**src/design/pllCfgPkg.sv**
```systemverilog
`default_nettype none

package pllCfgPkg;

    // ==================================================
    // Bus and address map
    // ==================================================
    localparam int NUM_PLLS = 3;
    localparam int ADDR_W = 13;
    localparam int DATA_W = 32;

    localparam logic [6:0] PLL_SPACE_BASE = 7'h12;  // Matches addr[12:6].

    localparam logic [2:0] REG_BITS_0TO31   = 3'd0;
    localparam logic [2:0] REG_BITS_68TO99  = 3'd1;
    localparam logic [2:0] REG_BITS_100TO131 = 3'd2;
    localparam logic [2:0] REG_CONTROL      = 3'd3;
    localparam logic [2:0] REG_XFER         = 3'd4;

    localparam int CTRL_ENABLE_BIT = 0;
    localparam int CTRL_BUSY_BIT   = 1;
    localparam int CTRL_RESET_BIT  = 2;

    // ==================================================
    // Serial frame and timing
    // ==================================================
    localparam int FRAME_W = 132;
    localparam int PAD_W = 36;
    localparam int BIT_CNT_W = $clog2(FRAME_W);

    localparam int SCK_DIV = 4;  // busClk cycles per SCK period.
    localparam int SCK_CNT_W = $clog2(SCK_DIV);

    // Loader states.
    localparam logic [1:0] ST_IDLE   = 2'd0;
    localparam logic [1:0] ST_ALIGN  = 2'd1;
    localparam logic [1:0] ST_SHIFT  = 2'd2;
    localparam logic [1:0] ST_STROBE = 2'd3;

    // Bank builds the fields, loader shifts the raw word.
    typedef union packed {
        struct packed {
            logic [31:0]      bits100to131;
            logic [31:0]      bits68to99;
            logic [PAD_W-1:0] pad;
            logic [31:0]      bits0to31;
        } fields;
        logic [FRAME_W-1:0] raw;
    } pllFrame_u;

endpackage

`default_nettype wire

```
**src/design/pllAddrDecoder.sv**
```systemverilog
`default_nettype none
`timescale 1ns/10ps

module pllAddrDecoder (
    input  logic [pllCfgPkg::ADDR_W-1:0]   addr,
    input  logic [pllCfgPkg::DATA_W-1:0]   readWords [pllCfgPkg::NUM_PLLS],
    output logic [pllCfgPkg::NUM_PLLS-1:0] bankSel,
    output logic [2:0]                     regIndex,
    output logic [pllCfgPkg::DATA_W-1:0]   dataOut
);

    import pllCfgPkg::*;

    logic       inSpace;
    logic [2:0] devField;

    // Top bits pick the loader space; the rest split device and register.
    assign inSpace  = (addr[ADDR_W-1:6] == PLL_SPACE_BASE);
    assign devField = addr[5:3];
    assign regIndex = addr[2:0];

    // ==================================================
    // Device select
    // ==================================================
    always_comb begin
        for (int i = 0; i < NUM_PLLS; i++) begin
            bankSel[i] = inSpace && (devField == 3'(i));  // Devices 3+ select nothing.
        end
    end

    // ==================================================
    // Readback mux
    // ==================================================
    always_comb begin
        dataOut = '0;  // Unselected address reads zero.
        for (int i = 0; i < NUM_PLLS; i++) begin
            if (bankSel[i]) begin
                dataOut = readWords[i];
            end
        end
    end

endmodule

`default_nettype wire

```
**src/design/pllCfgTop.sv**
```systemverilog
`default_nettype none
`timescale 1ns/10ps

module pllCfgTop (
    input  logic                           busClk,
    input  logic                           xferDone,
    input  logic [pllCfgPkg::ADDR_W-1:0]   addr,
    input  logic [pllCfgPkg::DATA_W-1:0]   dataIn,
    input  logic                           wr0,
    input  logic                           wr1,
    input  logic                           wr2,
    input  logic                           wr3,
    output logic [pllCfgPkg::DATA_W-1:0]   dataOut,
    output logic                           sck,
    output logic                           sdi,
    output logic [pllCfgPkg::NUM_PLLS-1:0] chipSel,
    output logic [pllCfgPkg::NUM_PLLS-1:0] pllEnable,
    output logic [pllCfgPkg::NUM_PLLS-1:0] pllReset,
    output logic                           loadDone
);

    import pllCfgPkg::*;

    logic [NUM_PLLS-1:0] bankSel;
    logic [2:0]          regIndex;
    logic [DATA_W-1:0]   readWords [NUM_PLLS];
    logic [NUM_PLLS-1:0] loadReq;
    logic [NUM_PLLS-1:0] loadGrant;
    logic [NUM_PLLS-1:0] busyMask;
    pllFrame_u           frames [NUM_PLLS];

    pllAddrDecoder pllAddrDecoder_inst (
        .addr      (addr),
        .readWords (readWords),
        .bankSel   (bankSel),
        .regIndex  (regIndex),
        .dataOut   (dataOut)
    );

    // ==================================================
    // One register bank per synthesizer
    // ==================================================
    for (genvar i = 0; i < NUM_PLLS; i++) begin : genBank
        pllRegBank pllRegBank_inst (
            .busClk     (busClk),
            .xferDone   (xferDone),
            .bankSelect (bankSel[i]),
            .regIndex   (regIndex),
            .dataIn     (dataIn),
            .wr0        (wr0),
            .wr1        (wr1),
            .wr2        (wr2),
            .wr3        (wr3),
            .loadGrant  (loadGrant[i]),
            .busy       (busyMask[i]),
            .readWord   (readWords[i]),
            .frame      (frames[i]),
            .loadReq    (loadReq[i]),
            .pllEnable  (pllEnable[i]),
            .pllReset   (pllReset[i])
        );
    end

    pllSerialLoader pllSerialLoader_inst (
        .busClk    (busClk),
        .xferDone  (xferDone),
        .loadReq   (loadReq),
        .frames    (frames),
        .loadGrant (loadGrant),
        .busyMask  (busyMask),
        .chipSel   (chipSel),
        .sck       (sck),
        .sdi       (sdi),
        .loadDone  (loadDone)
    );

endmodule

`default_nettype wire

```
**src/design/pllRegBank.sv**
```systemverilog
`default_nettype none
`timescale 1ns/10ps

module pllRegBank (
    input  logic                         busClk,
    input  logic                         xferDone,
    input  logic                         bankSelect,
    input  logic [2:0]                   regIndex,
    input  logic [pllCfgPkg::DATA_W-1:0] dataIn,
    input  logic                         wr0,
    input  logic                         wr1,
    input  logic                         wr2,
    input  logic                         wr3,
    input  logic                         loadGrant,
    input  logic                         busy,
    output logic [pllCfgPkg::DATA_W-1:0] readWord,
    output pllCfgPkg::pllFrame_u         frame,
    output logic                         loadReq,
    output logic                         pllEnable,
    output logic                         pllReset
);

    import pllCfgPkg::*;

    logic [31:0] bits0to31;
    logic [31:0] bits68to99;
    logic [31:0] bits100to131;
    logic [3:0]  laneWr;
    logic [31:0] ctrlWord;

    assign laneWr = {wr3, wr2, wr1, wr0};

    // ==================================================
    // Configuration words, byte-lane writes
    // ==================================================
    always_ff @(posedge busClk or posedge xferDone) begin
        if (xferDone) begin
            bits0to31    <= '0;
            bits68to99   <= '0;
            bits100to131 <= '0;
        end else if (bankSelect) begin
            for (int lane = 0; lane < 4; lane++) begin
                if (laneWr[lane]) begin
                    case (regIndex)
                        REG_BITS_0TO31:    bits0to31[lane*8 +: 8] <= dataIn[lane*8 +: 8];
                        REG_BITS_68TO99:   bits68to99[lane*8 +: 8] <= dataIn[lane*8 +: 8];
                        REG_BITS_100TO131: bits100to131[lane*8 +: 8] <= dataIn[lane*8 +: 8];
                        default: ;
                    endcase
                end
            end
        end
    end

    // Control pins, lane 0 only.
    always_ff @(posedge busClk or posedge xferDone) begin
        if (xferDone) begin
            pllEnable <= 1'b0;
            pllReset  <= 1'b0;
        end else if (bankSelect && wr0 && (regIndex == REG_CONTROL)) begin
            pllEnable <= dataIn[CTRL_ENABLE_BIT];
            pllReset  <= dataIn[CTRL_RESET_BIT];
        end
    end

    // Pending load request. A new write wins over a grant.
    always_ff @(posedge busClk or posedge xferDone) begin
        if (xferDone) begin
            loadReq <= 1'b0;
        end else if (bankSelect && wr3 && (regIndex == REG_XFER)) begin
            loadReq <= 1'b1;
        end else if (loadGrant) begin
            loadReq <= 1'b0;
        end
    end

    // ==================================================
    // Readback and frame
    // ==================================================
    always_comb begin
        ctrlWord = '0;
        ctrlWord[CTRL_ENABLE_BIT] = pllEnable;
        ctrlWord[CTRL_BUSY_BIT]   = busy;
        ctrlWord[CTRL_RESET_BIT]  = pllReset;
    end

    always_comb begin
        case (regIndex)
            REG_BITS_0TO31:    readWord = bits0to31;
            REG_BITS_68TO99:   readWord = bits68to99;
            REG_BITS_100TO131: readWord = bits100to131;
            REG_CONTROL:       readWord = ctrlWord;
            default:           readWord = '0;  // XFER reads zero.
        endcase
    end

    always_comb begin
        frame.fields.bits100to131 = bits100to131;
        frame.fields.bits68to99   = bits68to99;
        frame.fields.pad          = '0;
        frame.fields.bits0to31    = bits0to31;
    end

endmodule

`default_nettype wire

```
**src/design/pllSerialLoader.sv**
```systemverilog
`default_nettype none
`timescale 1ns/10ps

module pllSerialLoader (
    input  logic                           busClk,
    input  logic                           xferDone,
    input  logic [pllCfgPkg::NUM_PLLS-1:0] loadReq,
    input  pllCfgPkg::pllFrame_u           frames [pllCfgPkg::NUM_PLLS],
    output logic [pllCfgPkg::NUM_PLLS-1:0] loadGrant,
    output logic [pllCfgPkg::NUM_PLLS-1:0] busyMask,
    output logic [pllCfgPkg::NUM_PLLS-1:0] chipSel,
    output logic                           sck,
    output logic                           sdi,
    output logic                           loadDone
);

    import pllCfgPkg::*;

    logic [SCK_CNT_W-1:0] phaseCnt;
    logic                 riseTick;
    logic                 fallTick;
    logic                 sckEnable;

    logic [1:0]           state;
    logic [FRAME_W-1:0]   shiftReg;
    logic [BIT_CNT_W-1:0] bitCnt;

    logic [NUM_PLLS-1:0]  pickOneHot;
    pllFrame_u            pickFrame;

    // ==================================================
    // SCK generation
    // ==================================================
    assign riseTick = (phaseCnt == SCK_CNT_W'(SCK_DIV - 1));      // Next cycle is phase 0.
    assign fallTick = (phaseCnt == SCK_CNT_W'(SCK_DIV / 2 - 1));

    always_ff @(posedge busClk or posedge xferDone) begin
        if (xferDone) begin
            phaseCnt <= '0;
        end else if (riseTick) begin
            phaseCnt <= '0;
        end else begin
            phaseCnt <= phaseCnt + 1'b1;
        end
    end

    // High for the first half of the period, only while shifting.
    always_ff @(posedge busClk or posedge xferDone) begin
        if (xferDone) begin
            sck <= 1'b0;
        end else if (riseTick) begin
            sck <= sckEnable;
        end else if (fallTick) begin
            sck <= 1'b0;
        end
    end

    // ==================================================
    // Fixed-priority pick, lowest index wins
    // ==================================================
    always_comb begin
        pickOneHot = '0;
        pickFrame  = frames[0];
        for (int i = NUM_PLLS - 1; i >= 0; i--) begin
            if (loadReq[i]) begin
                pickOneHot = '0;
                pickOneHot[i] = 1'b1;
                pickFrame = frames[i];
            end
        end
    end

    // ==================================================
    // Load FSM
    // ==================================================
    always_ff @(posedge busClk or posedge xferDone) begin
        if (xferDone) begin
            state     <= ST_IDLE;
            loadGrant <= '0;
            busyMask  <= '0;
            chipSel   <= '0;
            sckEnable <= 1'b0;
            sdi       <= 1'b0;
            loadDone  <= 1'b0;
            bitCnt    <= '0;
        end else begin
            loadGrant <= '0;
            loadDone  <= 1'b0;
            case (state)
                ST_IDLE: begin
                    if (|loadReq) begin
                        loadGrant <= pickOneHot;
                        busyMask  <= pickOneHot;  // Doubles as the active device.
                        state     <= ST_ALIGN;
                    end
                end
                ST_ALIGN: begin
                    if (fallTick) begin
                        sdi       <= shiftReg[FRAME_W-1];  // Bit 131 first.
                        sckEnable <= 1'b1;
                        bitCnt    <= BIT_CNT_W'(FRAME_W - 1);
                        state     <= ST_SHIFT;
                    end
                end
                ST_SHIFT: begin
                    if (fallTick) begin
                        if (bitCnt == '0) begin
                            sdi       <= 1'b0;
                            sckEnable <= 1'b0;
                            chipSel   <= busyMask;  // Latch pulse, one SCK period.
                            state     <= ST_STROBE;
                        end else begin
                            sdi    <= shiftReg[FRAME_W-1];
                            bitCnt <= bitCnt - 1'b1;
                        end
                    end
                end
                default: begin
                    if (fallTick) begin
                        chipSel  <= '0;
                        busyMask <= '0;
                        loadDone <= 1'b1;
                        state    <= ST_IDLE;
                    end
                end
            endcase
        end
    end

    // Frame register, captured at grant and drained MSB first.
    always_ff @(posedge busClk) begin
        if ((state == ST_IDLE) && (|loadReq)) begin
            shiftReg <= pickFrame.raw;
        end else if (fallTick && ((state == ST_ALIGN) || (state == ST_SHIFT))) begin
            shiftReg <= {shiftReg[FRAME_W-2:0], 1'b0};
        end
    end

endmodule

`default_nettype wire

```
**config.mk**
```make
export PLATFORM = sky130hd
export DESIGN_NAME = pllCfgTop
export DESIGN_NICKNAME = d
export VERILOG_FILES = /design/src/design/pllCfgPkg.sv /design/src/design/pllAddrDecoder.sv /design/src/design/pllCfgTop.sv /design/src/design/pllRegBank.sv /design/src/design/pllSerialLoader.sv
export SDC_FILE = /design/constraint.sdc
export NUM_CORES = 1
export LEC_CHECK = 0
export ABC_CLOCK_PERIOD_IN_PS = 11900
export BUFFER_PORTS_ARGS = -buffer_cell sky130_fd_sc_hd__buf_2
export CAP_MARGIN = 10
export CORE_MARGIN = 10
export CORE_UTILIZATION = 40
export CTS_BUF_LIST = sky130_fd_sc_hd__clkbuf_16
export DETAILED_ROUTE_END_ITERATION = 10
export GPL_ROUTABILITY_DRIVEN = 0
export PLACE_DENSITY = 0.57
export SLEW_MARGIN = 10
export SYNTH_ARGS = -nofsm -noshare
export SYNTH_HDL_FRONTEND = slang
export SYNTH_HIERARCHICAL = 1
export SYNTH_SLANG_ARGS = --single-unit
```
**constraint.sdc**
```tcl
create_clock -name busClk -period 11.9 [get_ports busClk]
set_clock_uncertainty 0.15 [all_clocks]
set_input_delay 2.38 -clock busClk [delete_from_list [all_inputs] [get_ports busClk]]
set_output_delay 2.38 -clock busClk [all_outputs]
set_load 0.01 [all_outputs]
```
* Yosys cells after proc, flatten, opt, wreduce, memory -nomap -nowiden
Cells that the tools add are included.
** Operators by class
- Shifts and indexed selects :: 0
- Multipliers :: 0
- Add/sub/neg operators :: 2
- Muxes and demuxes :: 51
- $lt $le $gt $ge :: 0
- Equality and inequality tests :: 16
- Bitwise gates (word level) :: 2
- Reduce and logical (&&, ||, !) cells :: 75
- Div/mod/pow operators :: 0
** Operator list (number)
- 132-bit 2-to-1 mux :: 5
- 32-bit one-hot mux with 4 select lines :: 3
- 3-bit AND reduction :: 39
- 32-bit 2-to-1 mux :: 3
- 3-bit 2-to-1 mux :: 9
- 8-bit 2-to-1 mux :: 3
- 1-bit logical AND :: 17
- 1-bit 2-to-1 mux :: 16
- 8-bit one-hot mux with 2 select lines :: 1
- 2-bit nonzero test :: 7
- 2-bit 2-to-1 mux :: 6
- 3-bit one-hot mux with 2 select lines :: 2
- 3-bit by 2-bit equality test with 1-bit output (second input constant) :: 3
- 8-bit zero test :: 1
- 2-bit by 1-bit inequality test with 1-bit output (second input constant) :: 4
- 4-bit AND reduction :: 2
- 8-bit by 1-bit subtractor with 8-bit output (second input constant) :: 1
- 7-bit by 5-bit equality test with 1-bit output (second input constant) :: 1
- 3-bit by 1-bit equality test with 1-bit output (second input constant) :: 2
- 3-bit zero test :: 2
- 2-bit one-hot mux with 3 select lines :: 1
- 3-bit OR reduction :: 2
- 5-bit AND reduction :: 1
- 2-bit by 1-bit equality test with 1-bit output (second input constant) :: 2
- other kinds (9) :: 13
** Storage, ports and cells
- Latch bits :: 0
- Word-level logic and storage cells :: 202
- Register bits after elaboration :: 454
- Bits in writable memories :: 0
- Input bits :: 51
- Memories :: 0
- Memory bits (read-only) :: 0

* Longest topological paths before layout
Gate-level depths: netlist (run 1).
- Word-level depth :: 5
- Gate-level depth with buffers :: 10
- Gate-level depth less buffers :: 6

* By module
The synthesis (run 1) kept the hierarchy.
** By module, submodules not included
- pllRegBank :: sequential area each 2477.4 um^2, cells each 380, area each 4934.7 um^2, times used 3
- pllSerialLoader :: sequential area each 4589.4 um^2, cells each 1183, area each 11056.9 um^2, times used 1
- pllAddrDecoder :: sequential area each 0.0 um^2, cells each 152, area each 1021.0 um^2, times used 1

* Least setup slack after synthesis (run 1)
OpenSTA, ideal clock, no wires.
- Kind :: flip-flop to flip-flop
- Start :: reg pllSerialLoader_inst.state[0]
- End :: reg pllSerialLoader_inst.shiftReg[0], enable pin
- Clock period less this slack :: 7407 ps
- Path slack :: 4493 ps
- Arrival :: 6618 ps
- Required time :: 11110 ps
- Stages on the path, launching flop included :: 5
- Buffers on the path :: 0
- Cell sequence :: dfrtp_1 -> inv_1 -> ha_1 -> inv_1 -> o21ai_1
** Between the ends
- Longest elaborated chain between the ends :: 4
- Elaborated cells between the ends (all ways) :: 7
** Ends and longest elaborated chain
- from (decl) :: RTL line pllSerialLoader.sv:24 : logic [1:0] state;
- from (signal assigned) :: RTL line pllSerialLoader.sv:78 : state <= ST_IDLE;
- from (signal assigned) :: RTL line pllSerialLoader.sv:94 : state <= ST_ALIGN;
- from (signal assigned) :: RTL line pllSerialLoader.sv:102 : state <= ST_SHIFT;
- 2-bit by 1-bit equality test with 1-bit output / 2-bit equality test (equally long branches) :: RTL line pllSerialLoader.sv:134 : end else if (fallTick && ((state == ST_ALIGN) || (state == ST_SHIFT))) begin
- 1-bit logical OR :: RTL line pllSerialLoader.sv:134
- 1-bit logical AND :: RTL line pllSerialLoader.sv:134
- 2-bit nonzero test (no source line) (*)
- to (signal assigned) :: RTL line pllSerialLoader.sv:133 : shiftReg <= pickFrame.raw;
- to (signal assigned) :: RTL line pllSerialLoader.sv:135 : shiftReg <= {shiftReg[FRAME_W-2:0], 1'b0};
- to (decl) :: RTL line pllSerialLoader.sv:25 : logic [FRAME_W-1:0] shiftReg;
Every way passes the cells marked *; elsewhere a longest branch is shown, timed or not.
A chain may end at the register's enable or synchronous reset.

==> metrics.md, run 1 <==
| Metric | Value |
|---|---|
| CP endpoint kind | primary output |
| I/O pin cnt | 95 |
| Cell Area, Synth | approximately 27,000 um2 |
| Std-Cell Rows | 94 |
| CTS resizes | 0 |
| Hold_buf cts | 0 |
| Max Cap Viol | 0 |
| DRC viols | 0 |
| Most common cell after layout, fill and taps aside | dfrtp_1 |
| VDD IR-drop max | 0.0000941 V |
| Slew @ Worst Pin | roughly 1300 ps |
| Initial core utilization | 0.406 |
| CTS tree | done |
| Port buffer count | 94 |
| Worst-path maximum fanout | 85 |
| Internal power | between 2000 and 2500 uW |
| Total clock buffers created by CTS | 53 |
| Syn Inst Count | 2,475 |
| Endpoints failing hold | 0 |
| H-Tree Depth | 2 |
| First-pass GRT wire length | 120,000 um |
| Post-route setup TNS | 0 ps |
| Post-route minimum period | 8090 ps |
| Grt total ovfl | 0 |
| Fmax | 124 MHz |
| Final setup violation count | 0 |
| Sw Share | 0.240 |
| Post-synth EDFFs | 132 |
| Overall routing resource usage | 0.196 |
| Ys async rst share | 0.709 |
| Vias after detailed routing | 19,305 |
| Core ar. | 66,200 um2 |
| Commonest cells after routing, fill and taps aside | dfrtp_1 (319), mux2_2 (264), nand2_1 (202) |
| Crit path launch type | input port |
| Power density cells | 113 nW/um2 |
| Comb pwr share | 0.045 |
| Total power | 3250 uW |
| Unrepaired setup endpoints after global routing | false |
| Crit path required time | roughly 9400 ps |
| Antenna viol nets, final | 0 |
| Clock tree root buffer cell | clkbuf_16 |
| Most used DFF post-synth | dfrtp_1 |
| Leak pwr | 0.0124 uW |
| Mean Syn Cell Area | ~11 um2 |
| Post-DR vias/cell | around 5.8 |
| Layout cells sized above 1 | 0.248 |
| Clk_lat worst skew | 620 ps |
| Post-DP HPWL | 44,800 um |
| HP Class | reg -> reg |
| Clock power frac | 0.461 |
| CP Class | in -> out |
| Sequential power share | 0.494 |
| Filler Cell Count | around 6,200 |
| NumNets Final | 2,505 |
| Post-CTS Setup Inserts | 0 |
| Unique cell type count in the Yosys netlist | between 60 and 70 |
| Die X | 279 um |
| Vias in the first global route | 19,844 |
| Post-Route WL | 78,100 um |
| Outcome | completed |
| Clk sink count | 454 |
| #FFs+latches synth | 454 |
| Clock-pin slew on the worst setup and hold paths | 60 ps |
| Initial antenna violation count | 7 |
| Starting DRT DRC Count | roughly 1,500 |
| CP Data Arrival Time | around 5600 ps |
| Max Slew Vio Count | 0 |
| Switching power | just under 800 uW |
| Clock buffer depth | 3 |
| Die H | 279 um |
| Synth warn | 6 |
| P&R area growth vs syn | 7.14% |
| Wire per inst | ~23 um |
| DR pass1 iterations | 5 |
| Pin count of the biggest net entering global routing | 203 |
| Crit share post-route | 0.680 |
| Worst rel slew slack | 0.151 |
| Die area | 78,000 um2 |
| Post-synthesis sequential area ratio | 0.447 |
-- logic make-up (layout without fill, tap and decap cells) --
logic type / Yosys count / in the layout / synth area share
muxes: 423 / 423 / 0.180
and+or+nand+nor: 707 / 707 / 0.150
AOI/OAI and AO/OA: 552 / 552 / 0.146
adders and majority gates: 8 / 8 / 0.00372
other: 3 / 110 / 0.000419
buffers and inverters: 328 / 239 / 0.0734
DFF: 454 / 454 / 0.447
-- worst max-delay path: stages --
cell       delay, ps
buf_4            770
nor2b_4         1170
a2bb2oi_1        170
nor2_1           140
mux2i_1           80
or2_1            240
a21oi_1          340
buf_2            220
-- through the flow --
stage	utilization	instances	hold WS (ps)	cell area (um2)	worst slack [ps]
2_1_floorplan	-	2580	260	27300	4490
3_3_place_gp	0.411	3255	281	27200	3910
3_5_place_dp	0.411	3255	303	27200	3850
4_1_cts	0.435	3355	314	28800	3870
5_1_grt	0.435	3357	321	28800	3650
6_report	0.435	3357	304	28800	3810
-- synth_stat cells (all sizes together) (3+ instances only) --
cell	number	area share
clkbuf	96	0.013
or4	4	0.0017
nand4	8	0.0019
mux2i	120	0.045
nor2b	14	0.0033
nand2	207	0.029
and3b	3	0.00098
a2bb2oi	66	0.022
a21oi	188	0.035
conb	3	0.00042
or2	53	0.012
nor2	98	0.016
a221oi	131	0.056
nand3	6	0.0011
inv	20	0.0028
dfrtp	322	0.30
mux4	9	0.0084
buf	212	0.057
or3	4	0.00093
nand2b	141	0.033
nand3b	142	0.040
and3	4	0.00093
nor3	12	0.0051
edfxtp	132	0.15
o21ai	151	0.028
and2	3	0.00070
mux2	294	0.13
nor3b	3	0.00084
ha	8	0.0037
-- per-layer routing --
metal	track usage	wire length, um	up-vias
li1	-	-	8753
met1	0.264	34800	9820
met2	0.314	36100	592
met3	0.0391	5260	132
met4	0.0559	1850	8
met5	0	61	-
-- worst paths after layout --
kind,slack (ps),depth (start not counted),from,endpoint
min,300,1,pllSerialLoader_inst/loadGrant[2],genBank[2].pllRegBank_inst/loadReq
min reg2reg,300,1,pllSerialLoader_inst/loadGrant[2],genBank[2].pllRegBank_inst/loadReq
max,3810,8,addr[0],dataOut[28]
max in group asynchronous,8340,3,xferDone,genBank[0].pllRegBank_inst/bits68to99[19]
min in group asynchronous,1810,2,xferDone,genBank[1].pllRegBank_inst/bits0to31[28]
max reg2reg,8140,5,genBank[2].pllRegBank_inst/loadReq,pllSerialLoader_inst/shiftReg[4]
-- power by group through the flow --
stage | Clock [uW] | Sequential [uW] | Combinational, uW
after CTS | 1530 | 1600 | 144
final | 1500 | 1600 | 146
after global routing | 1600 | 1600 | 157
after floorplan | 0 | 1630 | 114
after detailed placement | 0 | 1630 | 144
after global placement | 0 | 1630 | 141
-- flip-flops by register name, indices dropped and copies added, names as in the netlist, 2 cells and up --
register / flops
pllSerialLoader_inst/phaseCnt: 2
pllSerialLoader_inst/busyMask: 3
pllSerialLoader_inst/state: 2
genBank.pllRegBank_inst/loadReq: 3
genBank.pllRegBank_inst/bits68to99: 96
genBank.pllRegBank_inst/bits100to131: 96
pllSerialLoader_inst/chipSel: 3
genBank.pllRegBank_inst/pllEnable: 3
genBank.pllRegBank_inst/pllReset: 3
genBank.pllRegBank_inst/bits0to31: 96
pllSerialLoader_inst/loadGrant: 3
pllSerialLoader_inst/shiftReg: 132
pllSerialLoader_inst/bitCnt: 8
-- area by class of cell --
class / instances / area, um2 / area share
multi-input combinational: 1798 / 13300 / 0.463
timing repair buffer: 119 / 682 / 0.0237
antenna: 2 / 5.00 / 0.000174
clock buffer: 53 / 1330 / 0.0461
sequential: 454 / 12000 / 0.418
clock inverter: 47 / 251 / 0.00873
tap: 864 / 1080 / 0.0375
inverter: 20 / 82.6 / 0.00287
(Power assumes the default switching activity.)
==> run 2, diff against run 1 <==
--- a/config.mk
+++ b/config.mk
@@ -5,7 +5,7 @@
 export SDC_FILE = /design/constraint.sdc
 export NUM_CORES = 1
 export LEC_CHECK = 0
-export ABC_CLOCK_PERIOD_IN_PS = 11900
+export ABC_CLOCK_PERIOD_IN_PS = 7550
 export BUFFER_PORTS_ARGS = -buffer_cell sky130_fd_sc_hd__buf_2
 export CAP_MARGIN = 10
 export CORE_MARGIN = 10
==> constraint.sdc (replaced) <==
create_clock -name busClk -period 7.55 [get_ports busClk]
set_clock_uncertainty 0.15 [all_clocks]
set_input_delay 1.51 -clock busClk [delete_from_list [all_inputs] [get_ports busClk]]
set_output_delay 1.51 -clock busClk [all_outputs]
set_load 0.01 [all_outputs]
==> run 2 against run 1 <==
Compared with the run above:
- via count is 0.34% lower
- sequential share of layout area is 0.071 points lower
- core utilization is 0.074 points higher
- non-clock buffer count is 5 higher
- global-route usage is 0.11 points higher
==> metrics.md, run 2 (synthesis results as in run 1) <==
| Metric | Value |
|---|---|
| Layout cells sized above 1 | 0.249 (was 0.248) |
| Leak pwr | 0.0125 uW (was 0.0124 uW) |
| First-pass GRT wire length | 121,000 um (was 120,000 um) |
| Post-DR vias/cell | 5.73 (was 5.75) |
| Clk_lat worst skew | 610 ps (was 620 ps) |
| P&R area growth vs syn | 7.32% (was 7.14%) |
| Clock-pin slew on the worst setup and hold paths | 60 ps (about the same) |
| Core ar. | 66,200 um2 (unchanged) |
| Overall routing resource usage | 0.197 (was 0.196) |
| Unrepaired setup endpoints after global routing | false (unchanged) |
| CTS tree | done (unchanged) |
| CP max stage cell | nor2b_4 (unchanged) |
| R2R Path Start | genBank[1].pllRegBank_inst/loadReq (was genBank[2].pllRegBank_inst/loadReq) |
| Commonest cells after routing, fill and taps aside | dfrtp_1 (319), mux2_2 (264), nand2_1 (202) (unchanged) |
| Antenna viol nets, final | 0 (unchanged) |
| CP Class | in -> out (unchanged) |
| Hold wc startpoint | pllSerialLoader_inst/loadGrant[1] (was pllSerialLoader_inst/loadGrant[2]) |
| Most common cell after layout, fill and taps aside | dfrtp_1 (unchanged) |
| H-Tree Depth | 2 (unchanged) |
| VDD IR-drop max | 0.000170 V (was 0.0000941 V) |
| Post-DP HPWL | 46,800 um (was 44,800 um) |
| Hold_buf cts | 0 (unchanged) |
| Initial core utilization | 0.406 (unchanged) |
| Max Slew Vio Count | 0 (unchanged) |
| Std-Cell Rows | 94 (unchanged) |
| Wire per inst | 23.1 um (was 23.3 um) |
| Max Cap Viol | 0 (unchanged) |
| Post-Route WL | 77,800 um (was 78,100 um) |
| Crit share post-route | 0.783 |
| Post-CTS Setup Inserts | 0 (unchanged) |
| Total clock buffers created by CTS | 52 (was 53) |
| Crit path required time | 5890 ps (was 9370 ps) |
| R2r setup slk | 3810 ps (was 8140 ps) |
| Worst-path maximum fanout | 66 (was 85) |
| CP bufs+invs | 2 (unchanged) |
| Die area | 78,000 um2 (unchanged) |
| CTS resizes | 0 (unchanged) |
| Hold Crit Depth | 1 (unchanged) |
| CP Data Arrival Time | 4250 ps (was 5560 ps) |
| Hold WS | 299 ps (was 304 ps) |
| Pin count of the biggest net entering global routing | 114 (was 203) |
| Total power | 5140 uW (was 3250 uW) |
| Clock buffer depth | 3 (unchanged) |
| Number of flip-flops in the largest register | 132 (unchanged) |
| Endpoints failing hold | 0 (unchanged) |
| NumNets Final | 2,509 (was 2,505) |
| Post-route minimum period | 5910 ps |
| Slew @ Worst Pin | 1160 ps (was 1270 ps) |
| Largest stage delay, worst path | 810 ps (was 1170 ps) |
| Grt total ovfl | 0 (unchanged) |
| I/O pin cnt | 95 (unchanged) |
| CP endpoint kind | primary output (unchanged) |
| DR pass1 iterations | 6 (was 5) |
| CP Cell Sequence | buf_4 -> nor2b_4 -> a2bb2oi_1 -> nor2_1 -> mux2i_1 -> or2_1 -> a21oi_1 -> buf_2 (unchanged) |
| Port buffer count | 94 (unchanged) |
| Vias after detailed routing | 19,239 (was 19,305) |
| Clk sink count | 454 (unchanged) |
| Initial antenna violation count | 8 (was 7) |
| DRC viols | 0 (unchanged) |
| Crit path launch type | input port (unchanged) |
| Die X | 279 um (unchanged) |
| Die H | 279 um (unchanged) |
| Outcome | completed (unchanged) |
| Power density cells | 178 nW/um2 (was 113 nW/um2) |
| Fmax | 169 MHz |
| Final setup violation count | 0 (unchanged) |
| Reg with most FFs | pllSerialLoader_inst/shiftReg (unchanged) |
| Worst rel slew slack | 0.226 (was 0.151) |
| Cell family with most CP delay | simple AND/OR/NAND/NOR gates (unchanged) |
| Vias in the first global route | 19,843 (was 19,844) |
| Starting DRT DRC Count | 1,757 (was 1,467) |
| R2R depth | 5 (unchanged) |
| Clock tree root buffer cell | clkbuf_16 (unchanged) |
| Hold worst-path end | genBank[1].pllRegBank_inst/loadReq (was genBank[2].pllRegBank_inst/loadReq) |
| R2R Path End | pllSerialLoader_inst/shiftReg[13] (was pllSerialLoader_inst/shiftReg[4]) |
| HP Class | reg -> reg (unchanged) |
| Post-route setup TNS | 0 ps (unchanged) |
run 2: worst max-delay path by stage:
stage	startpoint	to	slack, ps	cells after the start
6_report	addr[0]	dataOut[27]	1640	8
5_1_grt	addr[0]	dataOut[4]	1550	9
4_1_cts	addr[0]	dataOut[4]	1740	9
3_5_place_dp	addr[0]	dataOut[4]	1760	9
3_3_place_gp	addr[0]	dataOut[4]	1780	9
2_1_floorplan	pllSerialLoader_inst/state[0]	pllSerialLoader_inst/shiftReg[0]	140	4
run 2: where the power goes:
part / switching, uW / internal [uW] / total [uW]
Sequential: 4.01 / 2520 / 2530
Clock: 1050 / 1340 / 2390
Combinational: 167 / 59.8 / 227
run 2: through the flow:
step           instances  cell area, um2  setup slack [ps]   util
2_1_floorplan       2580           27300               143      -
3_3_place_gp        3260           27300              1780  0.412
3_5_place_dp        3260           27300              1760  0.412
4_1_cts             3358           28800              1740  0.436
5_1_grt             3360           28800              1550  0.436
6_report            3360           28800              1640  0.436
run 2: worst reg2reg max path: cells and delay by family (launching register included):
kind | cells | cell delay, ps
AOI/OAI and AO/OA | 2 | 610
buffers and inverters | 2 | 1410
DFF | 1 | 410
and+or+nand+nor | 1 | 990
run 2: metal layers:
layer / wire length [um] / track usage
met5: 56 / 0
met4: 1980 / 0.0549
met3: 4430 / 0.0340
met2: 36200 / 0.321
met1: 35100 / 0.265
run 2: layout make-up:
type,instances,area (um2)
flip-flops and latches,454,12000
well taps,864,1080
inverters,20,82.6
multi-input cells,1798,13300
clock buffers,55,1380
repair buffers,124,719
diodes,2,5.00
clock inverters,43,213
fillers,6288,37400
==> run 3, diff against run 2 <==
--- a/config.mk
+++ b/config.mk
@@ -5,7 +5,7 @@
 export SDC_FILE = /design/constraint.sdc
 export NUM_CORES = 1
 export LEC_CHECK = 0
-export ABC_CLOCK_PERIOD_IN_PS = 7550
+export ABC_CLOCK_PERIOD_IN_PS = 4900
 export BUFFER_PORTS_ARGS = -buffer_cell sky130_fd_sc_hd__buf_2
 export CAP_MARGIN = 10
 export CORE_MARGIN = 10
@@ -13,7 +13,7 @@
 export CTS_BUF_LIST = sky130_fd_sc_hd__clkbuf_16
 export DETAILED_ROUTE_END_ITERATION = 10
 export GPL_ROUTABILITY_DRIVEN = 0
-export PLACE_DENSITY = 0.57
+export PLACE_DENSITY = 0.59
 export SLEW_MARGIN = 10
 export SYNTH_ARGS = -nofsm -noshare
 export SYNTH_HDL_FRONTEND = slang
==> constraint.sdc (replaced) <==
create_clock -name busClk -period 4.9 [get_ports busClk]
set_clock_uncertainty 0.15 [all_clocks]
set_input_delay 0.98 -clock busClk [delete_from_list [all_inputs] [get_ports busClk]]
set_output_delay 0.98 -clock busClk [all_outputs]
set_load 0.01 [all_outputs]
==> run 3 against run 2 <==
Compared with the run above:
- worst hold slack got worse by 1.9 ps
- routed wire length decreased by 0.18%
- via count increased by 1.5%
- clock-buffer cell count decreased by 2
==> metrics.md, run 3 (synthesis results as in run 1) <==
| Metric | Value |
|---|---|
| Outcome | completed (unchanged) |
| Number of flip-flops in the largest register | 132 (unchanged) |
| H-Tree Depth | 2 (unchanged) |
| Post-DR vias/cell | 5.79 (was 5.73) |
| Worst-path maximum fanout | 25 (was 66) |
| Crit share post-route | 0.865 |
| Slew @ Worst Pin | 1140 ps (was 1160 ps) |
| Die H | 279 um (unchanged) |
| Overall routing resource usage | 0.194 (was 0.197) |
| CP endpoint kind | primary output (unchanged) |
| Pre-CTS setup slack | 708 ps (was 1760 ps) |
| R2r setup slk | 1900 ps (was 3810 ps) |
| R2R depth | 4 (was 5) |
| First-pass GRT wire length | 120,000 um (was 121,000 um) |
| Hold wc startpoint | pllSerialLoader_inst/loadGrant[0] (was pllSerialLoader_inst/loadGrant[1]) |
| VDD IR-drop max | 0.000235 V (was 0.000170 V) |
| CTS resizes | 0 (unchanged) |
| Vias after detailed routing | 19,528 (was 19,239) |
| DRC viols | 0 (unchanged) |
| Antenna viol nets, final | 0 (unchanged) |
| Post-route setup TNS | 0 ps (unchanged) |
| Post-Route WL | 77,600 um (was 77,800 um) |
| Leak pwr | 0.0126 uW (was 0.0125 uW) |
| Clock-pin slew on the worst setup and hold paths | 60 ps (about the same) |
| Wire per inst | 23.0 um (was 23.1 um) |
| Total clock buffers created by CTS | 51 (was 52) |
| Fmax | 236 MHz |
| Die area | 78,000 um2 (unchanged) |
| Post-CTS Setup Inserts | 0 (unchanged) |
| DR pass1 iterations | 8 (was 6) |
| Hold worst-path end | genBank[0].pllRegBank_inst/loadReq (was genBank[1].pllRegBank_inst/loadReq) |
| R2R Path End | pllSerialLoader_inst/shiftReg[131] (was pllSerialLoader_inst/shiftReg[13]) |
| I/O pin cnt | 95 (unchanged) |
| Clk sink count | 454 (unchanged) |
| Endpoints failing hold | 0 (unchanged) |
| CTS tree | done (unchanged) |
| CP Class | in -> out (unchanged) |
| Starting DRT DRC Count | 1,507 (was 1,757) |
| Hold Crit Depth | 1 (unchanged) |
| Reg with most FFs | pllSerialLoader_inst/shiftReg (unchanged) |
| Crit path required time | 3770 ps (was 5890 ps) |
| Initial antenna violation count | 8 (unchanged) |
| Initial core utilization | 0.406 (unchanged) |
| Vias in the first global route | 19,867 (was 19,843) |
| Worst rel slew slack | 0.238 (was 0.226) |
| Power density cells | 286 nW/um2 (was 178 nW/um2) |
| Port buffer count | 94 (unchanged) |
| Max Slew Vio Count | 0 (unchanged) |
| Unrepaired setup endpoints after global routing | false (unchanged) |
| Worst setup margin | 664 ps (was 1640 ps) |
| HP Class | reg -> reg (unchanged) |
| R2R Path Start | genBank[1].pllRegBank_inst/loadReq (unchanged) |
| Clk_lat worst skew | 610 ps (about the same) |
| Std-Cell Rows | 94 (unchanged) |
| P&R area growth vs syn | 8.84% (was 7.32%) |
| Most common cell after layout, fill and taps aside | dfrtp_1 (unchanged) |
| NumNets Final | 2,520 (was 2,509) |
| Core ar. | 66,200 um2 (unchanged) |
| Commonest cells after routing, fill and taps aside | dfrtp_1 (319), mux2_2 (264), nand2_1 (202) (unchanged) |
| Hold_buf cts | 0 (unchanged) |
| Grt total ovfl | 0 (unchanged) |
| Final setup violation count | 0 (unchanged) |
| Clock tree root buffer cell | clkbuf_16 (unchanged) |
| Die X | 279 um (unchanged) |
| Pin count of the biggest net entering global routing | 173 (was 114) |
| Clock buffer depth | 3 (unchanged) |
| Crit path launch type | input port (unchanged) |
| Post-DP HPWL | 46,900 um (was 46,800 um) |
| Post-route minimum period | 4240 ps |
| Max Cap Viol | 0 (unchanged) |
| Layout cells sized above 1 | 0.258 (was 0.249) |
| CP Data Arrival Time | 3110 ps (was 4250 ps) |
-- run 3: final cells by class --
class                   instances  area, um2
fillers                      6211      37000
diodes                          2       5.00
repair buffers                136        922
multi-input cells            1798      13300
inverters                      20       82.6
clock buffers                  53       1330
clock inverters                43        470
well taps                     864       1080
flip-flops and latches        454      12000
-- run 3: worst max-delay path by stage --
stage,startpoint,endpoint,cells after the start
4_1_cts,addr[0],dataOut[23],9
3_5_place_dp,addr[0],dataOut[23],9
5_1_grt,addr[0],dataOut[15],9
6_report,addr[0],dataOut[15],9
3_3_place_gp,addr[0],dataOut[23],9
2_1_floorplan,pllSerialLoader_inst/state[0],pllSerialLoader_inst/shiftReg[0],4
-- run 3: metal layers --
| metal | up-vias | wire, um | GRT usage |
|---|---|---|---|
| li1 | 8813 | - | - |
| met1 | 9913 | 35300 | 0.267 |
| met2 | 643 | 35700 | 0.308 |
| met3 | 149 | 4630 | 0.0343 |
| met4 | 10 | 1930 | 0.0571 |
| met5 | - | 69 | 0 |
-- run 3: power by group --
group | switching [uW] | internal (uW)
Clock | 1630 | 2490
Sequential | 5.69 | 3890
Combinational | 258 | 101
-- run 3: worst max-delay path, cell delays in order --
cell	delay, ps
buf_4	310
nor2b_4	460
buf_4	280
nand2_1	80
a21oi_1	160
mux2i_1	90
or2_1	240
a21oi_1	280
buf_2	200
-- run 3: through the flow --
step	utilization	cells	area, um2	total power [uW]	hold slack [ps]
after floorplan	-	2580	27300	4240	260
after global placement	0.415	3272	27500	4310	272
after detailed placement	0.415	3272	27500	4320	289
after CTS	0.442	3368	29300	8460	296
after global routing	0.442	3369	29300	8640	312
final	0.442	3370	29300	8370	297
